$ cat src/logic/tpu_regs_pkg.sv
`default_nettype none

package tpu_regs_pkg;

    typedef logic [7:0]  reg_addr_t;
    typedef logic [31:0] reg_data_t;

    // Element windows in the register map take one address per entry
    localparam reg_addr_t REG_CTRL          = 8'h00;
    localparam reg_addr_t REG_STATUS        = 8'h04;
    localparam reg_addr_t REG_MEAN          = 8'h08;
    localparam reg_addr_t REG_INV_VAR       = 8'h0c;
    localparam reg_addr_t REG_VECTOR_B_BASE = 8'h20;
    localparam reg_addr_t REG_RESULT_BASE   = 8'h30;
    localparam reg_addr_t REG_MATRIX_A_BASE = 8'h40;

    // Bit positions in REG_CTRL and REG_STATUS
    localparam int CTRL_START     = 0;
    localparam int CTRL_EN_MATMUL = 1;
    localparam int CTRL_EN_NORM   = 2;
    localparam int CTRL_EN_POOL   = 3;
    localparam int CTRL_EN_ACT    = 4;
    localparam int CTRL_KEEP_RAW  = 5;
    localparam int STATUS_DONE    = 0;

endpackage

`default_nettype wire

$ cat src/logic/tpu_types_pkg.sv
`default_nettype none

package tpu_types_pkg;

    // Element and result formats of the tile datapath
    typedef logic signed [7:0]  elem_t;
    typedef logic signed [15:0] result_t;
    typedef logic signed [19:0] acc_t;

    typedef enum logic [2:0] {
        ST_INIT, ST_MATMUL, ST_NORM, ST_POOL, ST_ACTIVATION, ST_DONE
    } ctrl_state_t;

    typedef enum logic [1:0] {
        OP_NORM, OP_POOL, OP_RELU
    } post_op_t;

    localparam result_t RESULT_MAX = 16'sh7fff;
    localparam result_t RESULT_MIN = -16'sh8000;

endpackage

`default_nettype wire

$ cat src/logic/mat_mul_unit.sv
`timescale 1ns/10ps
`default_nettype none

module mat_mul_unit #(
    parameter int VEC_LEN = 4
) (
    input  logic                         clk,
    input  logic                         reset,
    input  logic                         mat_wr,
    input  logic                         mat_is_vector,
    input  logic [2*$clog2(VEC_LEN)-1:0] mat_idx,
    input  tpu_types_pkg::elem_t         mat_wdata,
    input  logic                         start_mat_mul,
    output logic                         done_mat_mul,
    output logic                         load_wr,
    output logic [$clog2(VEC_LEN)-1:0]   load_idx,
    output tpu_types_pkg::result_t       load_data
);
    import tpu_types_pkg::*;

    localparam int IDX_W = $clog2(VEC_LEN);
    localparam logic [IDX_W-1:0] LAST = IDX_W'(VEC_LEN - 1);

    elem_t            w_mem [VEC_LEN * VEC_LEN];
    elem_t            v_mem [VEC_LEN];
    logic             start_d, start_rise, busy, row_end;
    logic [IDX_W-1:0] row, col;
    acc_t             acc, acc_sum;
    result_t          product, acc_sat;

    always_ff @(posedge clk) begin
        if (mat_wr) begin
            if (mat_is_vector) v_mem[mat_idx[IDX_W-1:0]] <= mat_wdata;
            else               w_mem[mat_idx] <= mat_wdata;
        end
    end

    // One product per cycle, walking each row left to right
    assign product    = w_mem[{row, col}] * v_mem[col];
    assign acc_sum    = acc + product;
    assign start_rise = start_mat_mul && !start_d;
    assign row_end    = busy && (col == LAST);

    always_comb begin
        if (acc_sum > RESULT_MAX)      acc_sat = RESULT_MAX;
        else if (acc_sum < RESULT_MIN) acc_sat = RESULT_MIN;
        else                           acc_sat = acc_sum[15:0];
    end

    always_ff @(posedge clk) begin
        if (reset) begin
            start_d      <= 1'b0;
            busy         <= 1'b0;
            done_mat_mul <= 1'b0;
            load_wr      <= 1'b0;
            row          <= '0;
            col          <= '0;
        end else begin
            start_d      <= start_mat_mul;
            done_mat_mul <= 1'b0;
            load_wr      <= row_end;
            if (start_rise) begin
                busy <= 1'b1;
                row  <= '0;
                col  <= '0;
            end else if (row_end) begin
                col <= '0;
                if (row == LAST) begin
                    busy         <= 1'b0;
                    done_mat_mul <= 1'b1;
                end else begin
                    row <= row + 1'b1;
                end
            end else if (busy) begin
                col <= col + 1'b1;
            end
        end
    end

    always_ff @(posedge clk) begin
        if (start_rise || row_end) acc <= '0;
        else if (busy)             acc <= acc_sum;
        if (row_end) begin
            load_idx  <= row;
            load_data <= acc_sat;
        end
    end

endmodule

`default_nettype wire

$ cat src/logic/tpu_cfg_regs.sv
`timescale 1ns/10ps
`default_nettype none

module tpu_cfg_regs #(
    parameter int VEC_LEN = 4
) (
    input  logic                           clk,
    input  logic                           reset,
    input  logic                           reg_wr,
    input  logic                           reg_rd,
    input  tpu_regs_pkg::reg_addr_t        reg_addr,
    input  tpu_regs_pkg::reg_data_t        reg_wdata,
    output tpu_regs_pkg::reg_data_t        reg_rdata,
    output logic                           reg_rvalid,
    input  logic                           done_tpu,
    output logic                           start_tpu,
    output logic                           enable_matmul,
    output logic                           enable_norm,
    output logic                           enable_pool,
    output logic                           enable_activation,
    output logic                           keep_raw,
    output tpu_types_pkg::result_t         mean,
    output logic [7:0]                     inv_var,
    output logic                           mat_wr,
    output logic                           mat_is_vector,
    output logic [2*$clog2(VEC_LEN)-1:0]   mat_idx,
    output tpu_types_pkg::elem_t           mat_wdata,
    output logic [$clog2(VEC_LEN)-1:0]     res_idx,
    input  tpu_types_pkg::result_t         res_data
);
    import tpu_types_pkg::*;
    import tpu_regs_pkg::*;

    localparam int IDX_W = $clog2(VEC_LEN);

    reg_addr_t vec_off, res_off, mat_off;
    logic      in_vec, in_res, in_mat;
    reg_data_t rd_mux;

    // An offset wraps high when the address lies below its window base
    assign vec_off = reg_addr - REG_VECTOR_B_BASE;
    assign res_off = reg_addr - REG_RESULT_BASE;
    assign mat_off = reg_addr - REG_MATRIX_A_BASE;
    assign in_vec  = (reg_addr >= REG_VECTOR_B_BASE) && (vec_off < reg_addr_t'(VEC_LEN));
    assign in_res  = (reg_addr >= REG_RESULT_BASE) && (res_off < reg_addr_t'(VEC_LEN));
    assign in_mat  = (reg_addr >= REG_MATRIX_A_BASE) &&
                     (mat_off < reg_addr_t'(VEC_LEN * VEC_LEN));

    // Element writes pass straight through to the multiplier stores
    assign mat_wr        = reg_wr && (in_vec || in_mat);
    assign mat_is_vector = in_vec;
    assign mat_idx       = in_vec ? {{IDX_W{1'b0}}, vec_off[IDX_W-1:0]}
                                  : mat_off[2*IDX_W-1:0];
    assign mat_wdata     = elem_t'(reg_wdata[7:0]);
    assign res_idx       = res_off[IDX_W-1:0];

    always_ff @(posedge clk) begin
        if (reset) begin
            start_tpu         <= 1'b0;
            enable_matmul     <= 1'b0;
            enable_norm       <= 1'b0;
            enable_pool       <= 1'b0;
            enable_activation <= 1'b0;
            keep_raw          <= 1'b0;
            mean              <= '0;
            inv_var           <= '0;
        end else if (reg_wr) begin
            case (reg_addr)
                REG_CTRL: begin
                    start_tpu         <= reg_wdata[CTRL_START];
                    enable_matmul     <= reg_wdata[CTRL_EN_MATMUL];
                    enable_norm       <= reg_wdata[CTRL_EN_NORM];
                    enable_pool       <= reg_wdata[CTRL_EN_POOL];
                    enable_activation <= reg_wdata[CTRL_EN_ACT];
                    keep_raw          <= reg_wdata[CTRL_KEEP_RAW];
                end
                REG_MEAN:    mean    <= result_t'(reg_wdata[15:0]);
                REG_INV_VAR: inv_var <= reg_wdata[7:0];
                default: ;
            endcase
        end
    end

    ////////////////////////////// Read side
    always_comb begin
        rd_mux = '0;
        if (reg_addr == REG_CTRL) begin
            rd_mux[CTRL_START]     = start_tpu;
            rd_mux[CTRL_EN_MATMUL] = enable_matmul;
            rd_mux[CTRL_EN_NORM]   = enable_norm;
            rd_mux[CTRL_EN_POOL]   = enable_pool;
            rd_mux[CTRL_EN_ACT]    = enable_activation;
            rd_mux[CTRL_KEEP_RAW]  = keep_raw;
        end else if (reg_addr == REG_STATUS) begin
            rd_mux[STATUS_DONE] = done_tpu;
        end else if (reg_addr == REG_MEAN) begin
            rd_mux = {{16{mean[15]}}, mean};
        end else if (reg_addr == REG_INV_VAR) begin
            rd_mux = {24'd0, inv_var};
        end else if (in_res) begin
            rd_mux = {{16{res_data[15]}}, res_data};
        end
    end

    always_ff @(posedge clk) begin
        if (reset) begin
            reg_rvalid <= 1'b0;
        end else begin
            reg_rvalid <= reg_rd;
        end
    end

    always_ff @(posedge clk) begin
        if (reg_rd) begin
            reg_rdata <= rd_mux;
        end
    end

endmodule

`default_nettype wire

$ cat src/logic/tpu_control.sv
`timescale 1ns/10ps
`default_nettype none

module tpu_control (
    input  logic                    clk,
    input  logic                    reset,
    input  logic                    start_tpu,
    input  logic                    enable_matmul,
    input  logic                    enable_norm,
    input  logic                    enable_pool,
    input  logic                    enable_activation,
    input  logic                    keep_raw,
    input  logic                    done_mat_mul,
    input  logic                    post_done,
    output logic                    start_mat_mul,
    output logic                    post_start,
    output tpu_types_pkg::post_op_t post_op,
    output logic                    done_tpu
);
    import tpu_types_pkg::*;

    ctrl_state_t state, next_state;
    post_op_t    next_op;
    logic        pass_entry;

    ////////////////////////////// Sequencing
    // The multiply always runs first, then norm, pool and activation in that order
    always_comb begin
        next_state = state;
        case (state)
            ST_INIT: begin
                if (start_tpu && enable_matmul) begin
                    next_state = ST_MATMUL;
                end
            end
            ST_MATMUL: begin
                if (done_mat_mul) begin
                    if (keep_raw)               next_state = ST_DONE;
                    else if (enable_norm)       next_state = ST_NORM;
                    else if (enable_pool)       next_state = ST_POOL;
                    else if (enable_activation) next_state = ST_ACTIVATION;
                    else                        next_state = ST_DONE;
                end
            end
            ST_NORM: begin
                if (post_done) begin
                    if (enable_pool)            next_state = ST_POOL;
                    else if (enable_activation) next_state = ST_ACTIVATION;
                    else                        next_state = ST_DONE;
                end
            end
            ST_POOL: begin
                if (post_done) begin
                    next_state = enable_activation ? ST_ACTIVATION : ST_DONE;
                end
            end
            ST_ACTIVATION: begin
                if (post_done) begin
                    next_state = ST_DONE;
                end
            end
            ST_DONE: begin
                // The host leaves this state by clearing start
                if (!start_tpu) begin
                    next_state = ST_INIT;
                end
            end
            default: next_state = ST_INIT;
        endcase
    end

    assign pass_entry = (next_state != state) &&
                        (next_state inside {ST_NORM, ST_POOL, ST_ACTIVATION});

    always_comb begin
        case (next_state)
            ST_NORM: next_op = OP_NORM;
            ST_POOL: next_op = OP_POOL;
            default: next_op = OP_RELU;
        endcase
    end

    always_ff @(posedge clk) begin
        if (reset) begin
            state         <= ST_INIT;
            start_mat_mul <= 1'b0;
            post_start    <= 1'b0;
            post_op       <= OP_NORM;
            done_tpu      <= 1'b0;
        end else begin
            state <= next_state;
            // Level request to the multiplier, held until its done pulse
            start_mat_mul <= (next_state == ST_MATMUL);
            post_start    <= pass_entry;
            post_op       <= next_op;
            done_tpu      <= (state == ST_DONE) && start_tpu;
        end
    end

endmodule

`default_nettype wire

$ cat src/logic/tpu_top.sv
`timescale 1ns/10ps
`default_nettype none

module tpu_top #(
    parameter int VEC_LEN = 4
) (
    input  logic                    clk,
    input  logic                    reset,
    input  logic                    reg_wr,
    input  logic                    reg_rd,
    input  tpu_regs_pkg::reg_addr_t reg_addr,
    input  tpu_regs_pkg::reg_data_t reg_wdata,
    output tpu_regs_pkg::reg_data_t reg_rdata,
    output logic                    reg_rvalid
);
    import tpu_types_pkg::*;

    localparam int IDX_W = $clog2(VEC_LEN);

    logic             start_tpu, done_tpu, keep_raw;
    logic             enable_matmul, enable_norm, enable_pool, enable_activation;
    result_t          mean;
    logic [7:0]       inv_var;
    logic             mat_wr, mat_is_vector;
    logic [2*IDX_W-1:0] mat_idx;
    elem_t            mat_wdata;
    logic [IDX_W-1:0] res_idx, load_idx;
    result_t          res_data, load_data;
    logic             start_mat_mul, done_mat_mul, load_wr;
    logic             post_start, post_done;
    post_op_t         post_op;

    tpu_cfg_regs #(.VEC_LEN(VEC_LEN)) u_cfg_regs (
        .clk, .reset, .reg_wr, .reg_rd, .reg_addr, .reg_wdata, .reg_rdata, .reg_rvalid,
        .done_tpu, .start_tpu, .enable_matmul, .enable_norm, .enable_pool,
        .enable_activation, .keep_raw, .mean, .inv_var,
        .mat_wr, .mat_is_vector, .mat_idx, .mat_wdata, .res_idx, .res_data
    );

    tpu_control u_control (
        .clk, .reset, .start_tpu, .enable_matmul, .enable_norm, .enable_pool,
        .enable_activation, .keep_raw, .done_mat_mul, .post_done,
        .start_mat_mul, .post_start, .post_op, .done_tpu
    );

    mat_mul_unit #(.VEC_LEN(VEC_LEN)) u_mat_mul (
        .clk, .reset, .mat_wr, .mat_is_vector, .mat_idx, .mat_wdata, .start_mat_mul,
        .done_mat_mul, .load_wr, .load_idx, .load_data
    );

    vector_post_unit #(.VEC_LEN(VEC_LEN)) u_post (
        .clk, .reset, .load_wr, .load_idx, .load_data, .post_start, .post_op,
        .mean, .inv_var, .res_idx, .post_done, .res_data
    );

endmodule

`default_nettype wire

$ cat src/logic/vector_post_unit.sv
`timescale 1ns/10ps
`default_nettype none

module vector_post_unit #(
    parameter int VEC_LEN = 4
) (
    input  logic                        clk,
    input  logic                        reset,
    input  logic                        load_wr,
    input  logic [$clog2(VEC_LEN)-1:0]  load_idx,
    input  tpu_types_pkg::result_t      load_data,
    input  logic                        post_start,
    input  tpu_types_pkg::post_op_t     post_op,
    input  tpu_types_pkg::result_t      mean,
    input  logic [7:0]                  inv_var,
    input  logic [$clog2(VEC_LEN)-1:0]  res_idx,
    output logic                        post_done,
    output tpu_types_pkg::result_t      res_data
);
    import tpu_types_pkg::*;

    localparam int IDX_W = $clog2(VEC_LEN);
    localparam logic [IDX_W-1:0] LAST = IDX_W'(VEC_LEN - 1);

    result_t            res_mem [VEC_LEN];
    logic               busy;
    post_op_t           op_q;
    logic [IDX_W-1:0]   idx, pool_lo, pool_hi;
    result_t            cur, pool_a, pool_b, norm_sat, pass_val;
    logic signed [16:0] norm_diff;
    logic signed [25:0] norm_prod;
    logic signed [17:0] norm_shift;

    assign res_data = res_mem[res_idx];
    assign cur      = res_mem[idx];

    ////////////////////////////// Pass datapath
    // The scale is unsigned Q0.8, so the product drops eight fraction bits
    assign norm_diff  = cur - mean;
    assign norm_prod  = norm_diff * $signed({1'b0, inv_var});
    assign norm_shift = norm_prod[25:8];

    always_comb begin
        if (norm_shift > RESULT_MAX)      norm_sat = RESULT_MAX;
        else if (norm_shift < RESULT_MIN) norm_sat = RESULT_MIN;
        else                              norm_sat = norm_shift[15:0];
    end

    // Pool reads 2i and 2i+1, which lie at or ahead of the write index
    assign pool_lo = idx << 1;
    assign pool_hi = pool_lo | IDX_W'(1);
    assign pool_a  = res_mem[pool_lo];
    assign pool_b  = res_mem[pool_hi];

    always_comb begin
        case (op_q)
            OP_NORM: pass_val = norm_sat;
            OP_POOL: begin
                // The upper half of the vector is cleared
                if (idx[IDX_W-1])         pass_val = '0;
                else if (pool_a > pool_b) pass_val = pool_a;
                else                      pass_val = pool_b;
            end
            default: pass_val = cur[15] ? '0 : cur;
        endcase
    end

    always_ff @(posedge clk) begin
        if (load_wr)   res_mem[load_idx] <= load_data;
        else if (busy) res_mem[idx] <= pass_val;
    end

    ////////////////////////////// Pass control
    always_ff @(posedge clk) begin
        if (reset) begin
            busy      <= 1'b0;
            post_done <= 1'b0;
            idx       <= '0;
            op_q      <= OP_NORM;
        end else begin
            post_done <= 1'b0;
            if (post_start) begin
                busy <= 1'b1;
                idx  <= '0;
                op_q <= post_op;
            end else if (busy) begin
                if (idx == LAST) begin
                    busy      <= 1'b0;
                    post_done <= 1'b1;
                end else begin
                    idx <= idx + 1'b1;
                end
            end
        end
    end

endmodule

`default_nettype wire

$ cat config.mk
export PLATFORM = sky130hd
export DESIGN_NAME = tpu_top
export DESIGN_NICKNAME = d
export VERILOG_FILES = /design/src/logic/tpu_regs_pkg.sv /design/src/logic/tpu_types_pkg.sv /design/src/logic/mat_mul_unit.sv /design/src/logic/tpu_cfg_regs.sv /design/src/logic/tpu_control.sv /design/src/logic/tpu_top.sv /design/src/logic/vector_post_unit.sv
export SDC_FILE = /design/constraint.sdc
export NUM_CORES = 1
export LEC_CHECK = 0
export BUFFER_PORTS_ARGS = -buffer_cell sky130_fd_sc_hd__buf_4
export CAP_MARGIN = 30
export CORE_UTILIZATION = 40
export DETAILED_ROUTE_END_ITERATION = 10
export GPL_TIMING_DRIVEN = 0
export SETUP_SLACK_MARGIN = 0.02
export SLEW_MARGIN = 30
export SYNTH_ARGS = -nofsm -noshare
export SYNTH_HDL_FRONTEND = slang
export SYNTH_SLANG_ARGS = --single-unit
$ cat constraint.sdc
create_clock -name clk -period 20.5 [get_ports clk]
set_input_delay 2.05 -clock clk [delete_from_list [all_inputs] [get_ports clk]]
set_output_delay 2.05 -clock clk [all_outputs]
set_load 0.02 [all_outputs]
Yosys cells after proc, flatten, opt, wreduce, memory -nomap -nowiden
Memory sizes are Yosys's and may differ from the RTL's. A register that Yosys moved wholly into a read port is not among the register bits.
Index checks and enable logic that the tools add are counted.
Operators by class
  add/subtract/negate cells: 8
  multiply operators: 2
  order comparisons: 11
  equality and inequality tests: 17
  muxes and demuxes: 56
  bitwise operators: 4
  reduce and logical (&&, ||, !) cells: 31
Operator list (number)
  16-bit two-way mux: 6
  32-bit two-way mux: 3
  16-bit one-hot mux with 2 select lines: 1
  3-bit two-way mux: 9
  17-bit by 9-bit multiplier with 26-bit output: 1
  1-bit two-way mux: 22
  20-bit by 16-bit adder with 20-bit output: 1
  20-bit by 16-bit greater-than comparator with 1-bit output (second input constant): 1
  20-bit by 16-bit less-than comparator with 1-bit output (second input constant): 1
  18-bit by 16-bit greater-than comparator with 1-bit output (second input constant): 1
  18-bit by 16-bit less-than comparator with 1-bit output (second input constant): 1
  2-bit two-way mux: 9
  3-bit one-hot mux with 6 select lines: 1
  16-bit by 16-bit subtractor with 17-bit output: 1
  8-bit by 4-bit equality test with 1-bit output (second input constant): 2
  8-bit by 6-bit >= comparator with 1-bit output (second input constant): 2
  16-bit greater-than comparator: 1
  8-bit by 3-bit less-than comparator with 1-bit output (second input constant): 2
  8-bit by 8-bit multiplier with 16-bit output: 1
  16-bit OR reduction: 1
  8-bit by 6-bit subtractor with 8-bit output (second input constant): 2
  15-bit two-way mux: 1
  3-bit by 2-bit equality test with 1-bit output (second input constant): 4
  2-bit AND reduction: 6
  25 further kinds: 49
Word-level totals
  register bits after elaboration: 123
  bits in writable memories: 224
  output and inout bits: 33
  word-level logic and storage cells: 161
  memories: 3
Memory list
  u_mat_mul.w_mem: depth 16, bits a word 8, rd ports 1, clocked after memory_dff 0, wr ports 1, line mat_mul_unit.sv:24  | elem_t w_mem [VEC_LEN * VEC_LEN];
  u_post.res_mem: depth 4, bits a word 16, rd ports 4, clocked after memory_dff 3, wr ports 1, line vector_post_unit.sv:25  | result_t res_mem [VEC_LEN];
  u_mat_mul.v_mem: depth 4, bits a word 8, rd ports 1, clocked after memory_dff 1, wr ports 1, line mat_mul_unit.sv:25  | elem_t v_mem [VEC_LEN];

Depth between registers and ports, before layout
  depth after elaboration: 9
  gate-level depth with buffers: 35
  depth with buffers taken out: 31

By module
From an unflattened synthesis, not the netlist that was laid out.
Unflattened totals
  cell total of the unflattened synthesis: 2113
  area total of the unflattened synthesis: 24818.8 um2
By module, submodules not included
  mat_mul_unit: instances 1, cells each 769, area an instance 11576.1 um2
  vector_post_unit: instances 1, cells each 1055, area an instance 10297.4 um2
  tpu_cfg_regs: instances 1, cells each 236, area an instance 2509.9 um2
  tpu_control: instances 1, cells each 53, area an instance 435.4 um2

Least setup slack after synthesis
OpenSTA, ideal clock, no wires.
  path type: reg2reg
  from: register with a tool-made name
  to: memory u_post.res_mem[0][3] in the netlist's numbering (data pin)
  setup time: 0.275 ns
  arrival time: 8.156 ns
  data required time: 20.225 ns
  slack: 12.069 ns
  stages on the path, launching flop included: 31
  clock period less this slack: 8.431 ns
  cell sequence: dfxtp_1 > buf_1 > buf_1 > mux4_2 > ha_1 > o21ai_1 > nand2b_1 > a21oi_1 > o21ai_1 > a311oi_1 > o31ai_1 > a211oi_1 > nand3b_1 > fa_1 > inv_1 > fa_1 > fa_1 > inv_1 > fa_1 > inv_1 > ha_1 > a41oi_1 > o21ai_1 > o21ai_0 > o31ai_4 > or4_1 > nand4_2 > a2111oi_4 > nor2_4 > buf_8 > a31oi_4
RTL lines (line)
  end: declaration: vector_post_unit.sv:25

==> results.py <==
metrics = {
    "yosys": {
        "synth.most_common_cell": "inv_1",
        "ys_warn_count": 0,
        "synth_cells": 2155,
        "ys_ff_latch": 335,
        "ys_seq_area_share_pct": 38.1,
        "ys_types": 75,
        "async_flop_share_pct": 0,
        "syn_nets": 2528,
        "synth_top_area_share_pct": 31.8,
        "synth_top_area_cell": "edfxtp_1",
        "netlist_area_um2": 24400,
        "synthTopCellsByArea": "edfxtp_1 32%, fa_1 16%, mux4_2 7.4%, ha_1 6.9%, dfxtp_1 6.3%",
        "ys_top_cells_by_count": "313 x inv_1, 258 x edfxtp_1, 196 x nand2_1",
        "syn_area_per_cell_um2": 11.3,
        "synth-edff-count": 258,
        "synth_flop_cell": "edfxtp_1",
    },
    "global_routing": {
        "grt_pass1_vias": 17400,
        "grt_pass1_wl_um": 98700,
        "grt_antenna_before_repair": 2,
        "grt_usage_pct": 20.6,
        "grt_max_degree": 24,
        "grt.overflow.total": 0,
    },
    "sta": {
        "final_max_slew_viol_count": 0,
        "fin_ws_ns": 10.08,
        "hold_violations": 0,
        "rsz0062_at_grt": "no",
        "clock.fmax_ghz": 0.0959,
        "skew_ns": 0.0264,
        "worstMarginPinSlew_ns": 0.957,
        "hold_ws_ns": 0.466,
        "relSlewSlack_pct": 36.2,
        "setup_viol": 0,
        "finalCriticalPeriod_ns": 10.42,
        "fin_crit_sh_pct": 50.8,
        "fin_tns_setup_ns": 0,
    },
    "power_and_ir_drop": {
        "pwr-share-seq_pct": 33.9,
        "power.density_nw_per_um2": 89.2,
        "power.switching_mw": 0.852,
        "swShare_pct": 35.0,
        "power_leakage_nw": 10.8,
        "internal_power_mw": 1.58,
        "finalPower_mw": 2.44,
        "comb_power_share_pct": 36.9,
        "clockPowerShare_pct": 29.2,
        "vdd_drop_max_v": 0.000110,
    },
    "critical_path": {
        "crit_slowest_cell": "xnor2_1",
        "end_kind": "register",
        "rrSetupSlack_ns": 10.08,
        "cp-start-kind": "register",
        "path_class": "reg -> reg",
        "crit_top_cell": "fa_1",
        "cp_max_fo": 10,
        "slowest_delay_ns": 0.72,
        "cp_data_arrival_time_ns": 10.69,
        "cp.required_ns": 20.77,
    },
    "clock_tree": {
        "clock_sinks": 335,
        "cts_inserted_buffers": 38,
        "cts_resized": 0,
        "cts_root_buffer": "clkbuf_16",
        "post-cts-setup-buffers": 0,
        "clk_latency_ns": 0.58,
        "cts_max_level": 2,
        "path_clk_slew_ns": 0.06,
        "cts_tree": "done",
        "cts_hold_buffers": 0,
        "cts_buffer_depth": 3,
    },
    "final_layout": {
        "multi_input_area_um2": 13600,
        "n_antenna_cell": 0,
        "nFillCells": 5531,
        "finalNetCount": 2629,
        "finalNonFillerCells": 3067,
        "syn_to_final_growth_pct": 11.9,
        "final_util_pct": 45.3,
        "final_area_um2": 27300,
        "register_area_um2": 9290,
        "drive_gt1_share_pct": 12.4,
    },
    "detailed_routing": {
        "drc": 0,
        "wl_um": 62500,
        "drt_pass1_iterations": 5,
        "vias": 16500,
        "routed.top_layer": "met5",
        "viasPerCell": 5.38,
        "wl_met2_um": 30100,
        "routedWlPerCell_um": 20.4,
        "antenna_left": 0,
        "met3_length_um": 3190,
        "drt-met1-wl_um": 27100,
        "drtIter0Drc": 1094,
    },
    "placement": {
        "dp.cells": 2998,
        "hpwl_um": 48500,
        "placed_area_um2": 26000,
        "preCtsSetupSlack_ns": 10.01,
        "gp_congestion": 0.892,
        "portBuffers": 57,
    },
    "run": {
        "maxCapViolations": 0,
    },
    "floorplan": {
        "initial_core_util_pct": 40.5,
        "die_x_um": 249,
        "die_height_um": 249,
        "io_pins": 77,
        "die_area_um2": 62000,
        "fp-row-count": 90,
        "coreArea_um2": 60200,
    },
    "status": {
        "status": "completed",
    },
    "hold_path": {
        "hold_path_class": "reg -> reg",
    },
}
-- worst paths after layout --
kind	startpoint	depth (start not counted)	to
min	u_control.start_mat_mul$_SDFF_PP0_	1	u_mat_mul.start_d$_SDFF_PP0_
min reg2reg	u_control.start_mat_mul$_SDFF_PP0_	1	u_mat_mul.start_d$_SDFF_PP0_
max reg2reg	register	29	u_post.res_mem[1][0]$_DFFE_PP_
max	register	29	u_post.res_mem[1][0]$_DFFE_PP_
-- kinds of logic (layout without fill, tap and decap cells) --
kind of cell	count (synthesis)	after routing	share of synthesized area, %
flops	335	335	38.1
compound gates	269	269	7.90
buf+inv	421	551	6.78
fa+ha+maj	329	329	22.9
mux	147	147	10.2
simple gates	595	595	12.0
xor+xnor	59	59	2.12
-- cells in the final DEF (no fill, tap or decap), drive strengths merged, types with 12 or more instances in the layout --
cell,count
xor2,18
and3,13
o22ai,12
dfxtp,77
and2,79
o21a,13
clkbuf,127
nand2,196
clkinv,14
nor3,28
fa,195
ha,134
xnor2,41
edfxtp,258
o211ai,13
or2,15
inv,316
nand2b,25
mux2i,51
a31oi,25
nand3,46
nor2b,40
buf,90
mux2,16
o21ai,59
mux4,80
a21oi,68
nor2,107
-- worst max-delay path, delay by kind of cell (launching register included) --
kind            cells  cell delay [ns]
buf+inv             5             1.39
compound gates     13             3.76
simple gates        3             0.40
flops               1             0.40
mux                 1             0.66
xor+xnor            1             0.72
fa+ha+maj           6             2.77
-- final cells by class --
cell class	count	area share [%]
Tap cell	782	3.58
Multi-Input combinational cell	1399	49.7
Inverter	314	4.32
Clock inverter	20	0.958
Clock buffer	49	3.86
Sequential cell	335	34.0
Timing Repair Buffer	61	1.77
Buffer	107	1.75
-- power groups by stage --
| stage | logic, mW | registers [mW] | clock network [mW] |
|---|---|---|---|
| 6_report | 0.898 | 0.826 | 0.712 |
| 5_1_grt | 1.02 | 0.829 | 0.748 |
| 4_1_cts | 0.914 | 0.826 | 0.725 |
| 3_5_place_dp | 0.902 | 0.840 | 0 |
| 3_3_place_gp | 0.885 | 0.840 | 0 |
| 2_1_floorplan | 0.683 | 0.835 | 0 |
-- metal layers --
metal  track usage [%]  vias up
met5                 0        -
met4              7.28        4
met3              2.53       97
met2              34.8      476
met1              27.1     8336
li1                  -     7581
-- sequential cells by signal, summed over array words and instances (netlist names), 2 cells and up, named ones only --
register	cells
u_post.op_q	2
u_cfg_regs.reg_rdata	16
u_control.post_op	2
u_post.res_mem	64
u_mat_mul.col	2
u_cfg_regs.mean	16
u_mat_mul.acc	20
u_mat_mul.load_data	16
u_mat_mul.w_mem	128
u_post.idx	2
u_mat_mul.v_mem	32
u_control.state	3
u_cfg_regs.inv_var	8
u_mat_mul.row	2
u_mat_mul.load_idx	2
(Power assumes the default switching activity.)
